===== src/axis_wr_pkg.sv =====
/*
 * Shared sizes, AXI write channel structs and burst writer states
 * for the stream to AXI write subsystem
 */
package axis_wr_pkg;

   // Bus and buffer sizes
   localparam int ADDR_W     = 14;
   localparam int DATA_W     = 32;
   localparam int LEN_W      = 8;
   localparam int FIFO_DEPTH = 16;
   localparam int MEM_WORDS  = 4096;
   localparam int BCNT_W     = 16;

   // AXI bursts may not cross a 4 KB page
   localparam int PAGE_BIT   = 12;

   // Derived widths, depth is a power of two so pointers wrap by themselves
   localparam int FIFO_PTR_W = $clog2(FIFO_DEPTH);
   localparam int FIFO_CNT_W = $clog2(FIFO_DEPTH + 1);
   localparam int MEM_IDX_W  = $clog2(MEM_WORDS);

   typedef logic [FIFO_PTR_W-1:0] fifo_ptr_t;
   typedef logic [FIFO_CNT_W-1:0] fifo_cnt_t;

   // Write address channel, size, burst type and ID are fixed
   typedef struct packed {
      logic [ADDR_W-1:0] addr;
      logic [LEN_W-1:0]  len;
      logic              valid;
   } aw_chan_t;

   // Write data channel, strobes are always full
   typedef struct packed {
      logic [DATA_W-1:0] data;
      logic              last;
      logic              valid;
   } w_chan_t;

   typedef enum logic [1:0] {
      WAIT_START  = 2'd0,
      START_BURST = 2'd1,
      TRANSF_DATA = 2'd2,
      WAIT_BRESP  = 2'd3
   } wr_state_e;

endpackage

===== src/axis_wr_fifo.sv =====
/*
 * Input stream FIFO with first-word-fall-through output
 * Accepts a write into a full buffer when a read frees the slot in the same cycle
 */
`timescale 1ns/1ps

module axis_wr_fifo (
   input  logic                           clk_i,
   input  logic                           arst_n_i,
   input  logic [axis_wr_pkg::DATA_W-1:0] data_i,
   input  logic                           valid_i,
   output logic                           ready_o,
   output logic [axis_wr_pkg::DATA_W-1:0] data_o,
   output logic                           valid_o,
   input  logic                           ready_i
);

   logic [axis_wr_pkg::DATA_W-1:0] buf_q [axis_wr_pkg::FIFO_DEPTH];

   axis_wr_pkg::fifo_ptr_t wr_ptr_q;
   axis_wr_pkg::fifo_ptr_t rd_ptr_q;
   axis_wr_pkg::fifo_cnt_t count_q;

   // Holds ready low until the first clock after reset
   logic run_q;
   logic full;
   logic push;
   logic pop;

   assign full    = count_q == axis_wr_pkg::fifo_cnt_t'(axis_wr_pkg::FIFO_DEPTH);
   assign ready_o = run_q & (~full | ready_i);
   assign valid_o = count_q != '0;
   assign data_o  = buf_q[rd_ptr_q];

   assign push = valid_i & ready_o;
   assign pop  = valid_o & ready_i;

   always_ff @(posedge clk_i or negedge arst_n_i) begin
      if (!arst_n_i) begin
         run_q    <= 1'b0;
         wr_ptr_q <= '0;
         rd_ptr_q <= '0;
         count_q  <= '0;
      end else begin
         run_q <= 1'b1;
         if (push) begin
            wr_ptr_q <= wr_ptr_q + 1'b1;
         end
         if (pop) begin
            rd_ptr_q <= rd_ptr_q + 1'b1;
         end
         // Occupancy only moves when one side is idle
         case ({push, pop})
            2'b10:   count_q <= count_q + 1'b1;
            2'b01:   count_q <= count_q - 1'b1;
            default: count_q <= count_q;
         endcase
      end
   end

   // Storage
   always_ff @(posedge clk_i) begin
      if (push) begin
         buf_q[wr_ptr_q] <= data_i;
      end
   end

endmodule


===== config.mk =====
export PLATFORM = sky130hd
export DESIGN_NAME = axis_wr_fifo
export DESIGN_NICKNAME = d
export VERILOG_FILES = /design/src/axis_wr_pkg.sv /design/src/axis_wr_fifo.sv
export SDC_FILE = /design/constraint.sdc
export NUM_CORES = 1
export LEC_CHECK = 0
export BUFFER_PORTS_ARGS = -buffer_cell sky130_fd_sc_hd__buf_2
export CAP_MARGIN = 20
export CORE_ASPECT_RATIO = 1.75
export CORE_MARGIN = 8
export CORE_UTILIZATION = 50
export CTS_CLUSTER_SIZE = 25
export DETAILED_ROUTE_END_ITERATION = 6
export PLACE_DENSITY = 0.78
export SLEW_MARGIN = 10
export SYNTH_ARGS = -nofsm -noshare
export SYNTH_HDL_FRONTEND = slang
export SYNTH_SLANG_ARGS = --single-unit

===== constraint.sdc =====
create_clock -name clk_i -period 6.5 [get_ports clk_i]
set_input_delay 1.3 -clock clk_i [delete_from_list [all_inputs] [get_ports clk_i]]
set_output_delay 1.3 -clock clk_i [all_outputs]
set_load 0.05 [all_outputs]

==> results.md <==
- Top cells by area, synth: edfxtp_1, mux4_2, mux2i_1
- Clock transition at path regs: 70 ps
- Die Y: 283 um
- Fill count: 2891
- Worst-path cell chain: buf_4 -> and2_4 -> a221oi_1 -> a22oi_1 -> nand2_1 -> buf_2
- Dpl cells: 1598
- Syn avg cell area: 20.2 um^2
- Vias per std cell: 5.96
- Hold Path Class: register to register
- Final #Nets: 1140
- Clk_lat worst skew: 570 ps
- Startpoint types: register
- Worst hold path stage count: 1
- Slew Viols, Final: 0
- Most used DFF post-synth: edfxtp_1
- DR iter-0 viols: 891
- Clock sink count: 526
- Hpwl dp: 23200 um
- RR Startpoint: count_q[1]
- PD cells: 448 nW/um^2
- Maximum vdd drop: 0.000364 V
- Post-synth EDFFs: 512
- Unique cell type count in the Yosys netlist: 36
- Crit end category: output port
- Critical path capture point: data_o[31]
- Initial antenna violation count: 2
- Port Buffers: 69
- RePlAce Congestion: 0.741
- WL/cell: 25.3 um
- Area growth syn-to-layout: 12.8%
- Die Area: 47700 um^2
- Asr flop ratio synth: 2.66%
- Maximum clock frequency: 208 MHz
- Final worst-path cycle share: 73.9%
- Static leakage: 7.66 nW
- Crit path from: rd_ptr_q[1]
- Routed Antenna Nets: 0
- Max incr delay on CP: 880 ps
- Worst EP required: 5200 ps
- Register area share after synthesis: 77.2%
- Yosys top cell area share: 75.5%
- R2r setup slk: 3420 ps
- Dpl ws: 2180 ps
- Pre-antenna DRT Iters: 5
- Reg2Reg Depth: 9
- Worst setup margin: 1700 ps
- Commonest non-fill, non-tap cell in the layout: edfxtp_1
- Leading cell types in the layout, fill and taps excluded: edfxtp_1, mux2i_1, buf_2, a221oi_1, mux4_2
- Final Non-Filler Cells: 1680
- Max FO, Critical Path: 67
- Setup violators final: 0
- # rows: 98
- Post-cts repair resize count: 0
- CP arrival: 3500 ps
- Residual DRC: 0
- Clock Path Buffers: 3
- Outcome: finished, final reports clean
- Via count: 10010
- CTS hold repair buffers: 0
- Setup TNS: 0 ps
- Vias in the first global route: 10694
- RSZ-0062 raised after global routing: no
- TritonCTS buffer count: 43
- Synth area leader: edfxtp_1
- Worst path slowest cell: and2_4
- #FFs+latches synth: 526
- Tot GR Track Use: 17.8%
- Syn Std Cell Area: 20400 um^2
- Core Box Area: 40600 um^2
- Endpoints failing hold: 0
- Die span in x: 169 um
- Max-slew headroom: 31.7%
- Slew @ Worst Pin: 1020 ps
- Critical path class: register to output port
- Ratio of cells with drive above 1 in the final layout: 22.3%
- Grt ovf: 0
- Global-route wire length before repair: 63800 um
- H-tree Lvls: 2
- Starting Density: 50.2%
- Mapped Cells: 1010
- Setup bufs post-CTS: 0
- TritonCTS clock tree: built
- Worst clock skew: 19.6 ps
- FF-to-FF End: count_q[4]
- Detailed Route WL: 42400 um
- Syn_nets: 1056
- Ys Warns: 0
- IO Pins: 70
- Min Tclk post-route: 4800 ps
- Pin count of the biggest net entering global routing: 68
- Clock root cell: clkbuf_16
- # Max-Cap Violations: 0
synth_stat cells (all sizes together) (2+ instances only):
| library cell | count |
|---|---|
| nor3 | 4 |
| ha | 9 |
| o21ai | 35 |
| nor2 | 13 |
| mux2i | 129 |
| a21oi | 2 |
| a21o | 2 |
| a221oi | 64 |
| buf | 38 |
| nand2 | 42 |
| xnor2 | 8 |
| mux4 | 64 |
| mux2 | 2 |
| edfxtp | 512 |
| dfrtp | 14 |
| clkbuf | 19 |
| nor2b | 2 |
| a22oi | 32 |
| nand2b | 2 |
| xor2 | 2 |
| inv | 5 |
final cells by class:
class | count | area [um^2] | area share (%)
sequential | 526 | 15700 | 68.5
multi-input combinational | 422 | 4440 | 19.3
clock buffer | 54 | 1160 | 5.05
tap | 550 | 688 | 3.00
timing repair buffer | 96 | 593 | 2.58
clock inverter | 26 | 327 | 1.42
inverter | 5 | 18.8 | 0.0817
antenna | 1 | 2.50 | 0.0109
sequential cells by signal, summed over array words and instances, names as in the netlist:
signal / count
buf_q: 512
count_q: 5
rd_ptr_q: 4
run_q: 1
wr_ptr_q: 4
layer usage:
metal	share of wire (%)	up-vias	GRT usage, %
met2	53	393	32.3
li1	-	4358	-
met4	4.2	4	8.27
met3	6.8	107	3.13
met1	36	5148	19.9
met5	0.064	-	0
where the power goes:
part           internal, mW  switching, mW
clock                  1.55           1.16
combinational          1.19           2.33
sequential             3.93          0.114
total                  6.67           3.61
stage by stage:
stage | hold slack (ps) | utilization, % | area [um^2] | total power, mW
floorplan | 446 | - | 20400 | 6.76
global placement | 463 | 52.8 | 21400 | 7.59
detailed placement | 463 | 52.8 | 21400 | 7.66
CTS | 477 | 56.5 | 22900 | 10.3
global route | 507 | 56.6 | 23000 | 10.7
finish | 475 | 56.6 | 23000 | 10.3
worst min-delay path by stage:
stage | end | start | slack (ps)
floorplan | count_q[4] | count_q[4] | 450
global placement | count_q[4] | count_q[4] | 460
detailed placement | count_q[4] | count_q[4] | 460
CTS | count_q[4] | count_q[4] | 480
global route | count_q[4] | count_q[4] | 510
finish | count_q[4] | count_q[4] | 480
cell families after synthesis:
logic type,after synthesis,synth area share [%]
xor+xnor,10,0.430
other cells,1,0.0184
compound gates,138,5.05
buf+inv,62,1.61
mux,195,13.5
simple gates,68,1.47
flops,526,77.2
fa+ha+maj,10,0.651
worst max-delay path, delay by kind of cell, from the launching register on:
family                 cells  cell delay [ps]
AO/OA/AOI/OAI              2              500
flip-flops                 1              380
buffers and inverters      2             1020
AND/OR/NAND/NOR            2             1010
No activity file was read; power rests on OpenSTA's default activity.
