--- config.mk ---
export PLATFORM = sky130hd
export DESIGN_NAME = axis2axi_wr
export DESIGN_NICKNAME = d
export VERILOG_FILES = /design/src/axis_wr_pkg.sv /design/src/axis2axi_wr.sv
export SDC_FILE = /design/constraint.sdc
export NUM_CORES = 1
export LEC_CHECK = 0
export BUFFER_PORTS_ARGS = -buffer_cell sky130_fd_sc_hd__buf_2
export CORE_ASPECT_RATIO = 0.7
export CORE_MARGIN = 4
export CORE_UTILIZATION = 40
export CTS_CLUSTER_SIZE = 12
export DETAILED_ROUTE_END_ITERATION = 8
export PLACE_DENSITY = 0.63
export SETUP_SLACK_MARGIN = 0.02
export SLEW_MARGIN = 40
export SYNTH_ARGS = -nofsm -noshare
export SYNTH_HDL_FRONTEND = slang
export SYNTH_SLANG_ARGS = --single-unit
--- constraint.sdc ---
create_clock -name clk_i -period 3.95 [get_ports clk_i]
set_clock_uncertainty 0.1 [all_clocks]
set_input_delay 0.1975 -clock clk_i [delete_from_list [all_inputs] [get_ports clk_i]]
set_output_delay 0.1975 -clock clk_i [all_outputs]
set_load 0.005 [all_outputs]
--- src/axis_wr_pkg.sv ---
/*
 * Shared sizes, AXI write channel structs and burst writer states
 * for the stream to AXI write subsystem
 */
package axis_wr_pkg;

   // Bus and buffer sizes
   localparam int ADDR_W     = 14;
   localparam int DATA_W     = 32;
   localparam int LEN_W      = 8;
   localparam int FIFO_DEPTH = 16;
   localparam int MEM_WORDS  = 4096;
   localparam int BCNT_W     = 16;

   // AXI bursts may not cross a 4 KB page
   localparam int PAGE_BIT   = 12;

   // Derived widths, depth is a power of two so pointers wrap by themselves
   localparam int FIFO_PTR_W = $clog2(FIFO_DEPTH);
   localparam int FIFO_CNT_W = $clog2(FIFO_DEPTH + 1);
   localparam int MEM_IDX_W  = $clog2(MEM_WORDS);

   typedef logic [FIFO_PTR_W-1:0] fifo_ptr_t;
   typedef logic [FIFO_CNT_W-1:0] fifo_cnt_t;

   // Write address channel, size, burst type and ID are fixed
   typedef struct packed {
      logic [ADDR_W-1:0] addr;
      logic [LEN_W-1:0]  len;
      logic              valid;
   } aw_chan_t;

   // Write data channel, strobes are always full
   typedef struct packed {
      logic [DATA_W-1:0] data;
      logic              last;
      logic              valid;
   } w_chan_t;

   typedef enum logic [1:0] {
      WAIT_START  = 2'd0,
      START_BURST = 2'd1,
      TRANSF_DATA = 2'd2,
      WAIT_BRESP  = 2'd3
   } wr_state_e;

endpackage
--- src/axis2axi_wr.sv ---
/*
 * Burst writer that turns a word stream into AXI4 INCR write bursts
 * Splits a request in two when it would cross a 4 KB page
 */
`timescale 1ns/1ps

module axis2axi_wr (
   input  logic                           clk_i,
   input  logic                           arst_n_i,
   input  logic [axis_wr_pkg::ADDR_W-1:0] addr_i,
   input  logic [axis_wr_pkg::LEN_W:0]    length_i,
   input  logic                           start_i,
   output logic                           busy_o,
   input  logic [axis_wr_pkg::DATA_W-1:0] s_data_i,
   input  logic                           s_valid_i,
   output logic                           s_ready_o,
   output axis_wr_pkg::aw_chan_t          aw_o,
   input  logic                           awready_i,
   output axis_wr_pkg::w_chan_t           w_o,
   input  logic                           wready_i,
   input  logic                           bvalid_i
);

   axis_wr_pkg::wr_state_e state_q;
   axis_wr_pkg::wr_state_e state_d;

   // Address channel registers
   logic                           aw_valid_q;
   logic                           aw_valid_d;
   logic [axis_wr_pkg::ADDR_W-1:0] aw_addr_q;
   logic [axis_wr_pkg::ADDR_W-1:0] aw_addr_d;
   logic [axis_wr_pkg::LEN_W-1:0]  aw_len_q;
   logic [axis_wr_pkg::LEN_W-1:0]  aw_len_d;

   // Data channel registers
   logic                           w_valid_q;
   logic                           w_valid_d;
   logic                           w_last_q;
   logic                           w_last_d;
   logic [axis_wr_pkg::DATA_W-1:0] w_data_q;

   // Words left for the second burst
   logic [axis_wr_pkg::LEN_W:0]    remain_q;
   logic [axis_wr_pkg::LEN_W:0]    remain_d;
   logic [axis_wr_pkg::LEN_W-1:0]  beat_cnt_q;
   logic                           beat_clr;
   logic                           take;
   logic                           last_beat;

   // Page split arithmetic on the start request
   logic [axis_wr_pkg::ADDR_W:0]   len_bytes;
   logic [axis_wr_pkg::ADDR_W:0]   last_addr;
   logic [axis_wr_pkg::PAGE_BIT:0] page_bytes;
   logic [axis_wr_pkg::LEN_W:0]    len_m1;
   logic [axis_wr_pkg::LEN_W-1:0]  split_len;
   logic                           crosses;

   assign len_bytes = {{(axis_wr_pkg::ADDR_W - axis_wr_pkg::LEN_W - 2){1'b0}}, length_i, 2'b00};
   assign last_addr = {1'b0, addr_i} + len_bytes - 1'b1;
   assign crosses   = addr_i[axis_wr_pkg::PAGE_BIT] != last_addr[axis_wr_pkg::PAGE_BIT];

   // Bytes left up to the next page boundary
   assign page_bytes = {1'b1, {axis_wr_pkg::PAGE_BIT{1'b0}}}
                     - {1'b0, addr_i[axis_wr_pkg::PAGE_BIT-1:0]};
   assign split_len  = page_bytes[axis_wr_pkg::LEN_W+1:2] - 1'b1;
   assign len_m1     = length_i - 1'b1;

   assign busy_o    = state_q != axis_wr_pkg::WAIT_START;
   assign s_ready_o = wready_i && (state_q == axis_wr_pkg::TRANSF_DATA);
   assign take      = s_valid_i & s_ready_o;
   assign last_beat = beat_cnt_q == aw_len_q;

   assign aw_o = '{addr: aw_addr_q, len: aw_len_q, valid: aw_valid_q};
   assign w_o  = '{data: w_data_q, last: w_last_q, valid: w_valid_q};

   always_comb begin
      state_d    = state_q;
      aw_valid_d = 1'b0;
      aw_addr_d  = aw_addr_q;
      aw_len_d   = aw_len_q;
      remain_d   = remain_q;
      w_valid_d  = 1'b0;
      w_last_d   = 1'b0;
      beat_clr   = 1'b0;

      case (state_q)
         axis_wr_pkg::WAIT_START: begin
            if (start_i) begin
               // Full length fits the page, else stop at the boundary
               aw_len_d   = crosses ? split_len : len_m1[axis_wr_pkg::LEN_W-1:0];
               aw_addr_d  = addr_i;
               aw_valid_d = 1'b1;
               remain_d   = length_i - {1'b0, aw_len_d} - 1'b1;
               state_d    = axis_wr_pkg::START_BURST;
            end
         end

         axis_wr_pkg::START_BURST: begin
            if (awready_i) begin
               state_d = axis_wr_pkg::TRANSF_DATA;
            end else begin
               aw_valid_d = 1'b1;
            end
         end

         axis_wr_pkg::TRANSF_DATA: begin
            w_valid_d = s_valid_i;
            if (s_valid_i && last_beat) begin
               w_last_d = 1'b1;
               if (wready_i) begin
                  state_d = axis_wr_pkg::WAIT_BRESP;
               end
            end
         end

         axis_wr_pkg::WAIT_BRESP: begin
            if (bvalid_i) begin
               beat_clr = 1'b1;
               if (remain_q == '0) begin
                  state_d = axis_wr_pkg::WAIT_START;
               end else begin
                  // Second burst begins on the next page
                  aw_len_d   = remain_q[axis_wr_pkg::LEN_W-1:0] - 1'b1;
                  aw_addr_d  = {aw_addr_q[axis_wr_pkg::ADDR_W-1:axis_wr_pkg::PAGE_BIT] + 1'b1,
                                {axis_wr_pkg::PAGE_BIT{1'b0}}};
                  aw_valid_d = 1'b1;
                  remain_d   = '0;
                  state_d    = axis_wr_pkg::START_BURST;
               end
            end
         end

         default: state_d = axis_wr_pkg::WAIT_START;
      endcase
   end

   always_ff @(posedge clk_i or negedge arst_n_i) begin
      if (!arst_n_i) begin
         state_q    <= axis_wr_pkg::WAIT_START;
         aw_valid_q <= 1'b0;
         w_valid_q  <= 1'b0;
         w_last_q   <= 1'b0;
         remain_q   <= '0;
         beat_cnt_q <= '0;
      end else begin
         state_q    <= state_d;
         aw_valid_q <= aw_valid_d;
         remain_q   <= remain_d;
         // W beat stays put while the target stalls
         if (wready_i) begin
            w_valid_q <= w_valid_d;
            w_last_q  <= w_last_d;
         end
         if (beat_clr) begin
            beat_cnt_q <= '0;
         end else if (take) begin
            beat_cnt_q <= beat_cnt_q + 1'b1;
         end
      end
   end

   always_ff @(posedge clk_i) begin
      aw_addr_q <= aw_addr_d;
      aw_len_q  <= aw_len_d;
      if (wready_i) begin
         w_data_q <= s_data_i;
      end
   end

endmodule

==> results of run 1 <==
[synth_stat cells, types with 2 or more instances]
library cell,number
a31oi_1,4
nor2b_1,2
xor2_1,18
nor4_1,4
clkbuf_1,8
nor2_1,35
dfrtp_1,22
nand2_1,27
xnor2_1,22
a21oi_1,22
mux2i_1,3
a21o_1,4
a32o_1,2
nor3_1,5
or3_1,4
inv_1,53
or2_2,2
buf_4,3
ha_1,31
o2111ai_1,3
o22ai_1,2
and2_1,2
nand3_1,14
nand4_1,9
o31ai_1,4
o21ai_0,23
maj3_2,2
nand2b_1,4
edfxtp_1,54
a211o_1,3
and3_1,3
[area by class of cell]
cell class / count / area [um^2]
Timing Repair Buffer: 239 / 1672
Tap cell: 132 / 165.2
Multi-Input combinational cell: 270 / 2181
Clock buffer: 12 / 246.5
Inverter: 54 / 234.0
Clock inverter: 4 / 73.82
Fill cell: 773 / 3651
Sequential cell: 76 / 2172
[sequential cells by signal, summed over array words and instances (netlist names)]
signal,count
w_data_q,32
aw_addr_q,14
remain_q,9
aw_len_q,8
beat_cnt_q,8
state_q,2
aw_valid_q,1
w_last_q,1
w_valid_q,1
[metal layers]
metal,wire length [um],track usage,share of wire,vias to the layer above
met5,0,0,0,-
met1,5470,0.2509,0.45,1881
met2,5963,0.3182,0.49,111
met4,124,0.05245,0.010,0
li1,-,-,-,1929
met3,582,0.04899,0.048,12
[how the worst max path moves through the flow]
stage	from	endpoint	depth (start not counted)
finish	length_i[3]	remain_q[6]	22
detailed placement	length_i[8]	remain_q[6]	21
global placement	length_i[5]	remain_q[6]	18
global route	length_i[3]	remain_q[6]	22
floorplan	length_i[3]	remain_q[6]	22
CTS	addr_i[8]	remain_q[6]	21
[power by group]
group / total [uW] / switching (uW) / internal [uW]
registers: 1190 / 107 / 1080
clock network: 881 / 311 / 571
logic: 1250 / 666 / 588
total: 3320 / 1080 / 2240
[worst max-delay path: stages]
cell        delay [ns]
buf_8             0.08
clkinvlp_4        0.09
ha_4              0.29
inv_4             0.03
ha_4              0.23
a21oi_2           0.17
o221a_2           0.24
a211o_1           0.20
nand3_4           0.16
nor2_4            0.16
a21oi_4           0.06
ha_4              0.17
inv_2             0.05
fa_2              0.20
inv_2             0.03
a21o_1            0.18
o21ai_1           0.17
o221ai_2          0.13
maj3_2            0.32
maj3_2            0.32
or3_1             0.36
a32o_1            0.25
[what timing repair did]
action	4_1_cts	5_1_grt
resized for setup	61	21
buffers inserted	25	8
hold endpoints to repair	54	0
pin swaps	27	23
hold buffers	33	0
endpoints found under the setup margin	3	3
[cells in the final DEF (no fill, tap or decap), drive strengths merged, types with 5 or more instances in the layout]
cell type      n
o21ai         23
nor3           5
buf          206
nand3         14
a21oi         22
edfxtp        54
dlygate4sd3   33
dfrtp         22
nand4          9
nor2          35
xnor2         22
clkbuf        12
ha            31
nand2         27
xor2          18
inv           52
[per-stage QoR]
stage,instances,power [uW],area [um^2]
CTS,779,3291,6586
detailed placement,705,2308,5459
global route,787,3532,6744
floorplan,411,1863,4368
finish,787,3324,6744
global placement,705,2277,5459
[logic make-up (layout without fill, tap and decap cells)]
logic type	after synthesis	count (layout)	synth area share
adder cells (fa/ha/maj)	35	35	0.1027
AND/OR/NAND/NOR	117	117	0.1324
flip-flops	76	76	0.5063
multiplexers	4	4	0.009624
AO/OA/AOI/OAI	74	74	0.1079
buffers and inverters	65	309	0.05949
XOR/XNOR	40	40	0.08166
==> impl_metrics.env, run 1 <==
export IMPL_outcome="finished, violations left"
export IMPL_failed_checks="setup timing"
export IMPL_rsz0062_at_grt="true"
export IMPL_synth_edff_count=54
export IMPL_vias=3933
export IMPL_power_density_nw_per_um2=492.9
export IMPL_wl_um=12140
export IMPL_ir_drop_v=0.0002835
export IMPL_start_util=0.4127
export IMPL_clkTransAtPathRegs_ns=0.05
export IMPL_p_leak_uw=0.003022
export IMPL_die_h_um=94.65
export IMPL_ys_seq_area_frac=0.5063
export IMPL_area_growth_pct=57.19
export IMPL_syn_inst=411
export IMPL_core_um2=10400
export IMPL_synth_net_count=505
export IMPL_wl_per_cell_um=15.43
export IMPL_async_reset_ff_frac=0.2895
export IMPL_period_share=1.007
export IMPL_io_pins=121
export IMPL_fin_crit_ns=3.978
export IMPL_clock_sinks=76
export IMPL_r2r_end="aw_len_q[5]"
export IMPL_viasPerCell=4.997
export IMPL_port_buffers=120
export IMPL_critPathKind="input port to flop"
export IMPL_diodes=0
export IMPL_clockBufferDepth=2
export IMPL_tightest_slew_ns=0.5607
export IMPL_utilization=0.6488
export IMPL_worst_setup_path_end_kind="flop"
export IMPL_synthTopCellsByArea="edfxtp_1, dfrtp_1, ha_1, inv_1, xnor2_1"
export IMPL_clock_fmax_ghz=0.2514
export IMPL_slew_viol_final=0
export IMPL_holdPathStages=3
export IMPL_grt_pass1_wl_um=19110
export IMPL_r2r_start="remain_q[0]"
export IMPL_ff2ff_path_depth=9
export IMPL_grt_max_degree=39
export IMPL_worst_slack_ns=-0.02793
export IMPL_hp_class="input port to flop"
export IMPL_ys_ff_latch=76
export IMPL_required_ns=4.07
export IMPL_cts_root_buf="clkbuf_16"
export IMPL_grt_ovfl_total=0
export IMPL_htree_levels=3
export IMPL_fin_hold_ws_ns=0.04392
export IMPL_syn_area_um2=4290
export IMPL_numCtsBuffers=9
export IMPL_slew_limit_headroom=0.6228
export IMPL_drt_iter0_markers=221
export IMPL_rows=31
export IMPL_ys_warn_count=0
export IMPL_hold_violations=0
export IMPL_dp_hpwl_um=8461
export IMPL_cp_arrival_ns=4.10
export IMPL_max_cap_violations=0
export IMPL_fin_nets=744
export IMPL_antenna_found_initial=0
export IMPL_yosysTopAreaCellShare=0.3780
export IMPL_drive_above_1_share=0.4382
export IMPL_setup_worst_path_start_class="input port"
export IMPL_drc=0
export IMPL_synthFlopType="edfxtp_1"
export IMPL_fin_setup_tns_ns=-0.02793
export IMPL_ant_nets=0
export IMPL_yosys_area_top_type="edfxtp_1"
export IMPL_clock_latency_ns=0.34
export IMPL_ff2ff_setup_slack_ns=1.51
export IMPL_cts_tree="yes"
export IMPL_setup_violations=1
export IMPL_grt_pass1_vias=3915
export IMPL_dp_slack_ns=-0.4768
export IMPL_cp_max_fo=7
export IMPL_dieArea_um2=12470
export IMPL_place_gp_congestion=0.8627
export IMPL_syn_area_per_cell_um2=10.44
export IMPL_min_to="aw_addr_q[12]"
export IMPL_hold_path_startpoint="addr_i[12]"
export IMPL_synthDistinctLibCells=48
export IMPL_fp_dieW_um=131.8
export IMPL_dr_pass1_iters=5
export IMPL_grtUsageTotal=0.1911
(Power assumes the default switching activity.)
==> run 2, diff against run 1 <==
CELL_PAD_IN_SITES_DETAIL_PLACEMENT = 1   (was default)
CELL_PAD_IN_SITES_GLOBAL_PLACEMENT = 1   (was default)
PLACE_DENSITY = 0.79   (was 0.63)
==> run 2 against run 1 <==
Against the previous run:
- the flow still finishes with violations (setup timing)
- highest routed layer unchanged
- sequential power up 3%
- fmax shrank 8.3%
- critical path type unchanged
- worst setup slack got worse by 0.36 ns
- via count grew 13%
- cell count shrank 1.8%
- largest cell class is now registers
- die area unchanged
==> impl_metrics.env, run 2 (same netlist as run 1, synthesis figures left out) <==
export IMPL_cpMaxStageDelayCell="fa_2"
export IMPL_grt_pass1_wl_um=26220
export IMPL_path_cells="buf_8 -> inv_4 -> ha_4 -> inv_4 -> ha_4 -> nand4b_1 -> a211o_1 -> a211o_1 -> nand3_4 -> nor2_4 -> a21oi_4 -> ha_4 -> inv_2 -> fa_2 -> inv_2 -> a21o_1 -> o21ai_1 -> o221ai_2 -> buf_4 -> nand3_1 -> a31oi_2 -> buf_4 -> or3_1 -> o2111ai_1"
export IMPL_dieArea_um2=12470
export IMPL_setup_violations=3
export IMPL_hold_violations=0
export IMPL_fin_nets=728
export IMPL_worst_slack_ns=-0.3886
export IMPL_required_ns=4.07
export IMPL_io_pins=121
export IMPL_largest_register_ffs=32
export IMPL_start_util=0.4127
export IMPL_rows=31
export IMPL_p_leak_uw=0.002904
export IMPL_layout_common_cells="buf_2, buf_4, edfxtp_1, inv_1, nor2_1"
export IMPL_htree_levels=3
export IMPL_setup_worst_path_start_class="input port"
export IMPL_ant_nets=0
export IMPL_failed_checks="setup timing"
export IMPL_grt_ovfl_total=0
export IMPL_dr_pass1_iters=5
export IMPL_viasPerCell=5.741
export IMPL_tightest_slew_ns=0.9457
export IMPL_antenna_found_initial=2
export IMPL_cts_root_buf="clkbuf_16"
export IMPL_period_share=1.098
export IMPL_cp_arrival_ns=4.45
export IMPL_area_growth_pct=51.09
export IMPL_grt_pass1_vias=4589
export IMPL_clockBufferDepth=2
export IMPL_outcome="finished, violations left"
export IMPL_dp_hpwl_um=10220
export IMPL_grt_max_degree=39
export IMPL_reg_top3="w_data_q: 32 flops, aw_addr_q: 14 flops, remain_q: 9 flops"
export IMPL_wl_um=19470
export IMPL_dp_cells=709
export IMPL_final_cells=773
export IMPL_fp_dieW_um=131.8
export IMPL_fin_setup_tns_ns=-0.8964
export IMPL_drc=0
export IMPL_clock_fmax_ghz=0.2305
export IMPL_worst_setup_path_end_kind="flop"
export IMPL_clock_sinks=76
export IMPL_fin_crit_ns=4.339
export IMPL_hp_class="input port to flop"
export IMPL_regMostFlops="w_data_q"
export IMPL_die_h_um=94.65
export IMPL_vias=4438
export IMPL_slew_limit_headroom=0.3695
export IMPL_port_buffers=120
export IMPL_rsz0062_at_grt="true"
export IMPL_drive_above_1_share=0.4022
export IMPL_final_common_cell="buf_2"
export IMPL_utilization=0.6236
export IMPL_max_cap_violations=0
export IMPL_drt_iter0_markers=372
export IMPL_slowest_delay_ns=0.37
export IMPL_clock_latency_ns=0.36
export IMPL_cts_tree="yes"
export IMPL_critPathKind="input port to flop"
export IMPL_numCtsBuffers=9
export IMPL_grtUsageTotal=0.2799
export IMPL_ir_drop_v=0.0002623
export IMPL_slew_viol_final=0
export IMPL_cp_max_fo=7
export IMPL_core_um2=10400
export IMPL_power_density_nw_per_um2=539.8
export IMPL_fill_cells=1150
export IMPL_clkTransAtPathRegs_ns=0.07
export IMPL_place_gp_congestion=0.8644
export IMPL_cp_common_cell="ha_4"
export IMPL_wl_per_cell_um=25.19
==> run 2: timing repair <==
item | 4_1_cts | 5_1_grt
endpoints found under the setup margin | 3 | 4
hold buffers | 33 | 0
pin swaps | 21 | 27
resized for setup | 24 | 31
setup buffers | 4 | 9
hold endpoints to repair | 54 | 0
==> run 2: metal layers <==
| metal | global-route usage | vias up | wire length, um |
|---|---|---|---|
| met5 | 0 | - | 0 |
| met4 | 0.1320 | 0 | 1006 |
| met3 | 0.06763 | 84 | 1338 |
| met2 | 0.5039 | 257 | 9700 |
| met1 | 0.3192 | 2208 | 7423 |
| li1 | - | 1889 | - |
==> run 2: critical path: cells and delay by family <==
kind            cells  cell delay, ns
compound gates      8            1.91
fa+ha+maj           4            1.08
simple gates        5            0.64
buf+inv             7            0.60
==> run 2: cell type report <==
class | count | area [um^2] | area share
sequential | 76 | 2172 | 0.3351
multi-input combinational | 270 | 2153 | 0.3322
timing repair buffer | 223 | 1496 | 0.2308
clock buffer | 11 | 232.7 | 0.03590
inverter | 54 | 221.5 | 0.03416
tap | 132 | 165.2 | 0.02548
clock inverter | 5 | 36.28 | 0.005597
antenna | 2 | 5.005 | 0.0007721
==> run 2: metrics by stage <==
| stage | cell area [um^2] | total power (uW) | worst slack [ns] | hold slack, ns |
|---|---|---|---|---|
| after CTS | 6245 | 3217 | -0.1291 | 0.05555 |
| after global placement | 5489 | 2292 | -0.3463 | 0.09600 |
| after global routing | 6482 | 3638 | -0.4497 | 0.05105 |
| final | 6482 | 3499 | -0.3886 | 0.04696 |
| after floorplan | 4368 | 1863 | -0.4080 | -0.1981 |
| after detailed placement | 5489 | 2369 | -0.5278 | 0.1151 |
==> run 2: report_power, final <==
part	leakage, uW	switching, uW	total (uW)	internal (uW)
clock network	0.000122	387	815	428
logic	0.00197	861	1450	593
registers	0.000809	146	1230	1080
total	0.00290	1390	3500	2100
==> run 2: path summary, 6_finish.rpt <==
kind | cells after the start | start | slack (ns) | endpoint
min | 3 | addr_i[12] | 0.05 | aw_addr_q[12]
max in group asynchronous | 2 | arst_n_i | 3.09 | state_q[1]
min reg2reg | 2 | w_valid_q | 0.42 | w_valid_q
max reg2reg | 7 | state_q[1] | 0.73 | remain_q[8]
max | 24 | length_i[1] | -0.39 | remain_q[8]
min in group asynchronous | 2 | arst_n_i | 0.26 | beat_cnt_q[6]
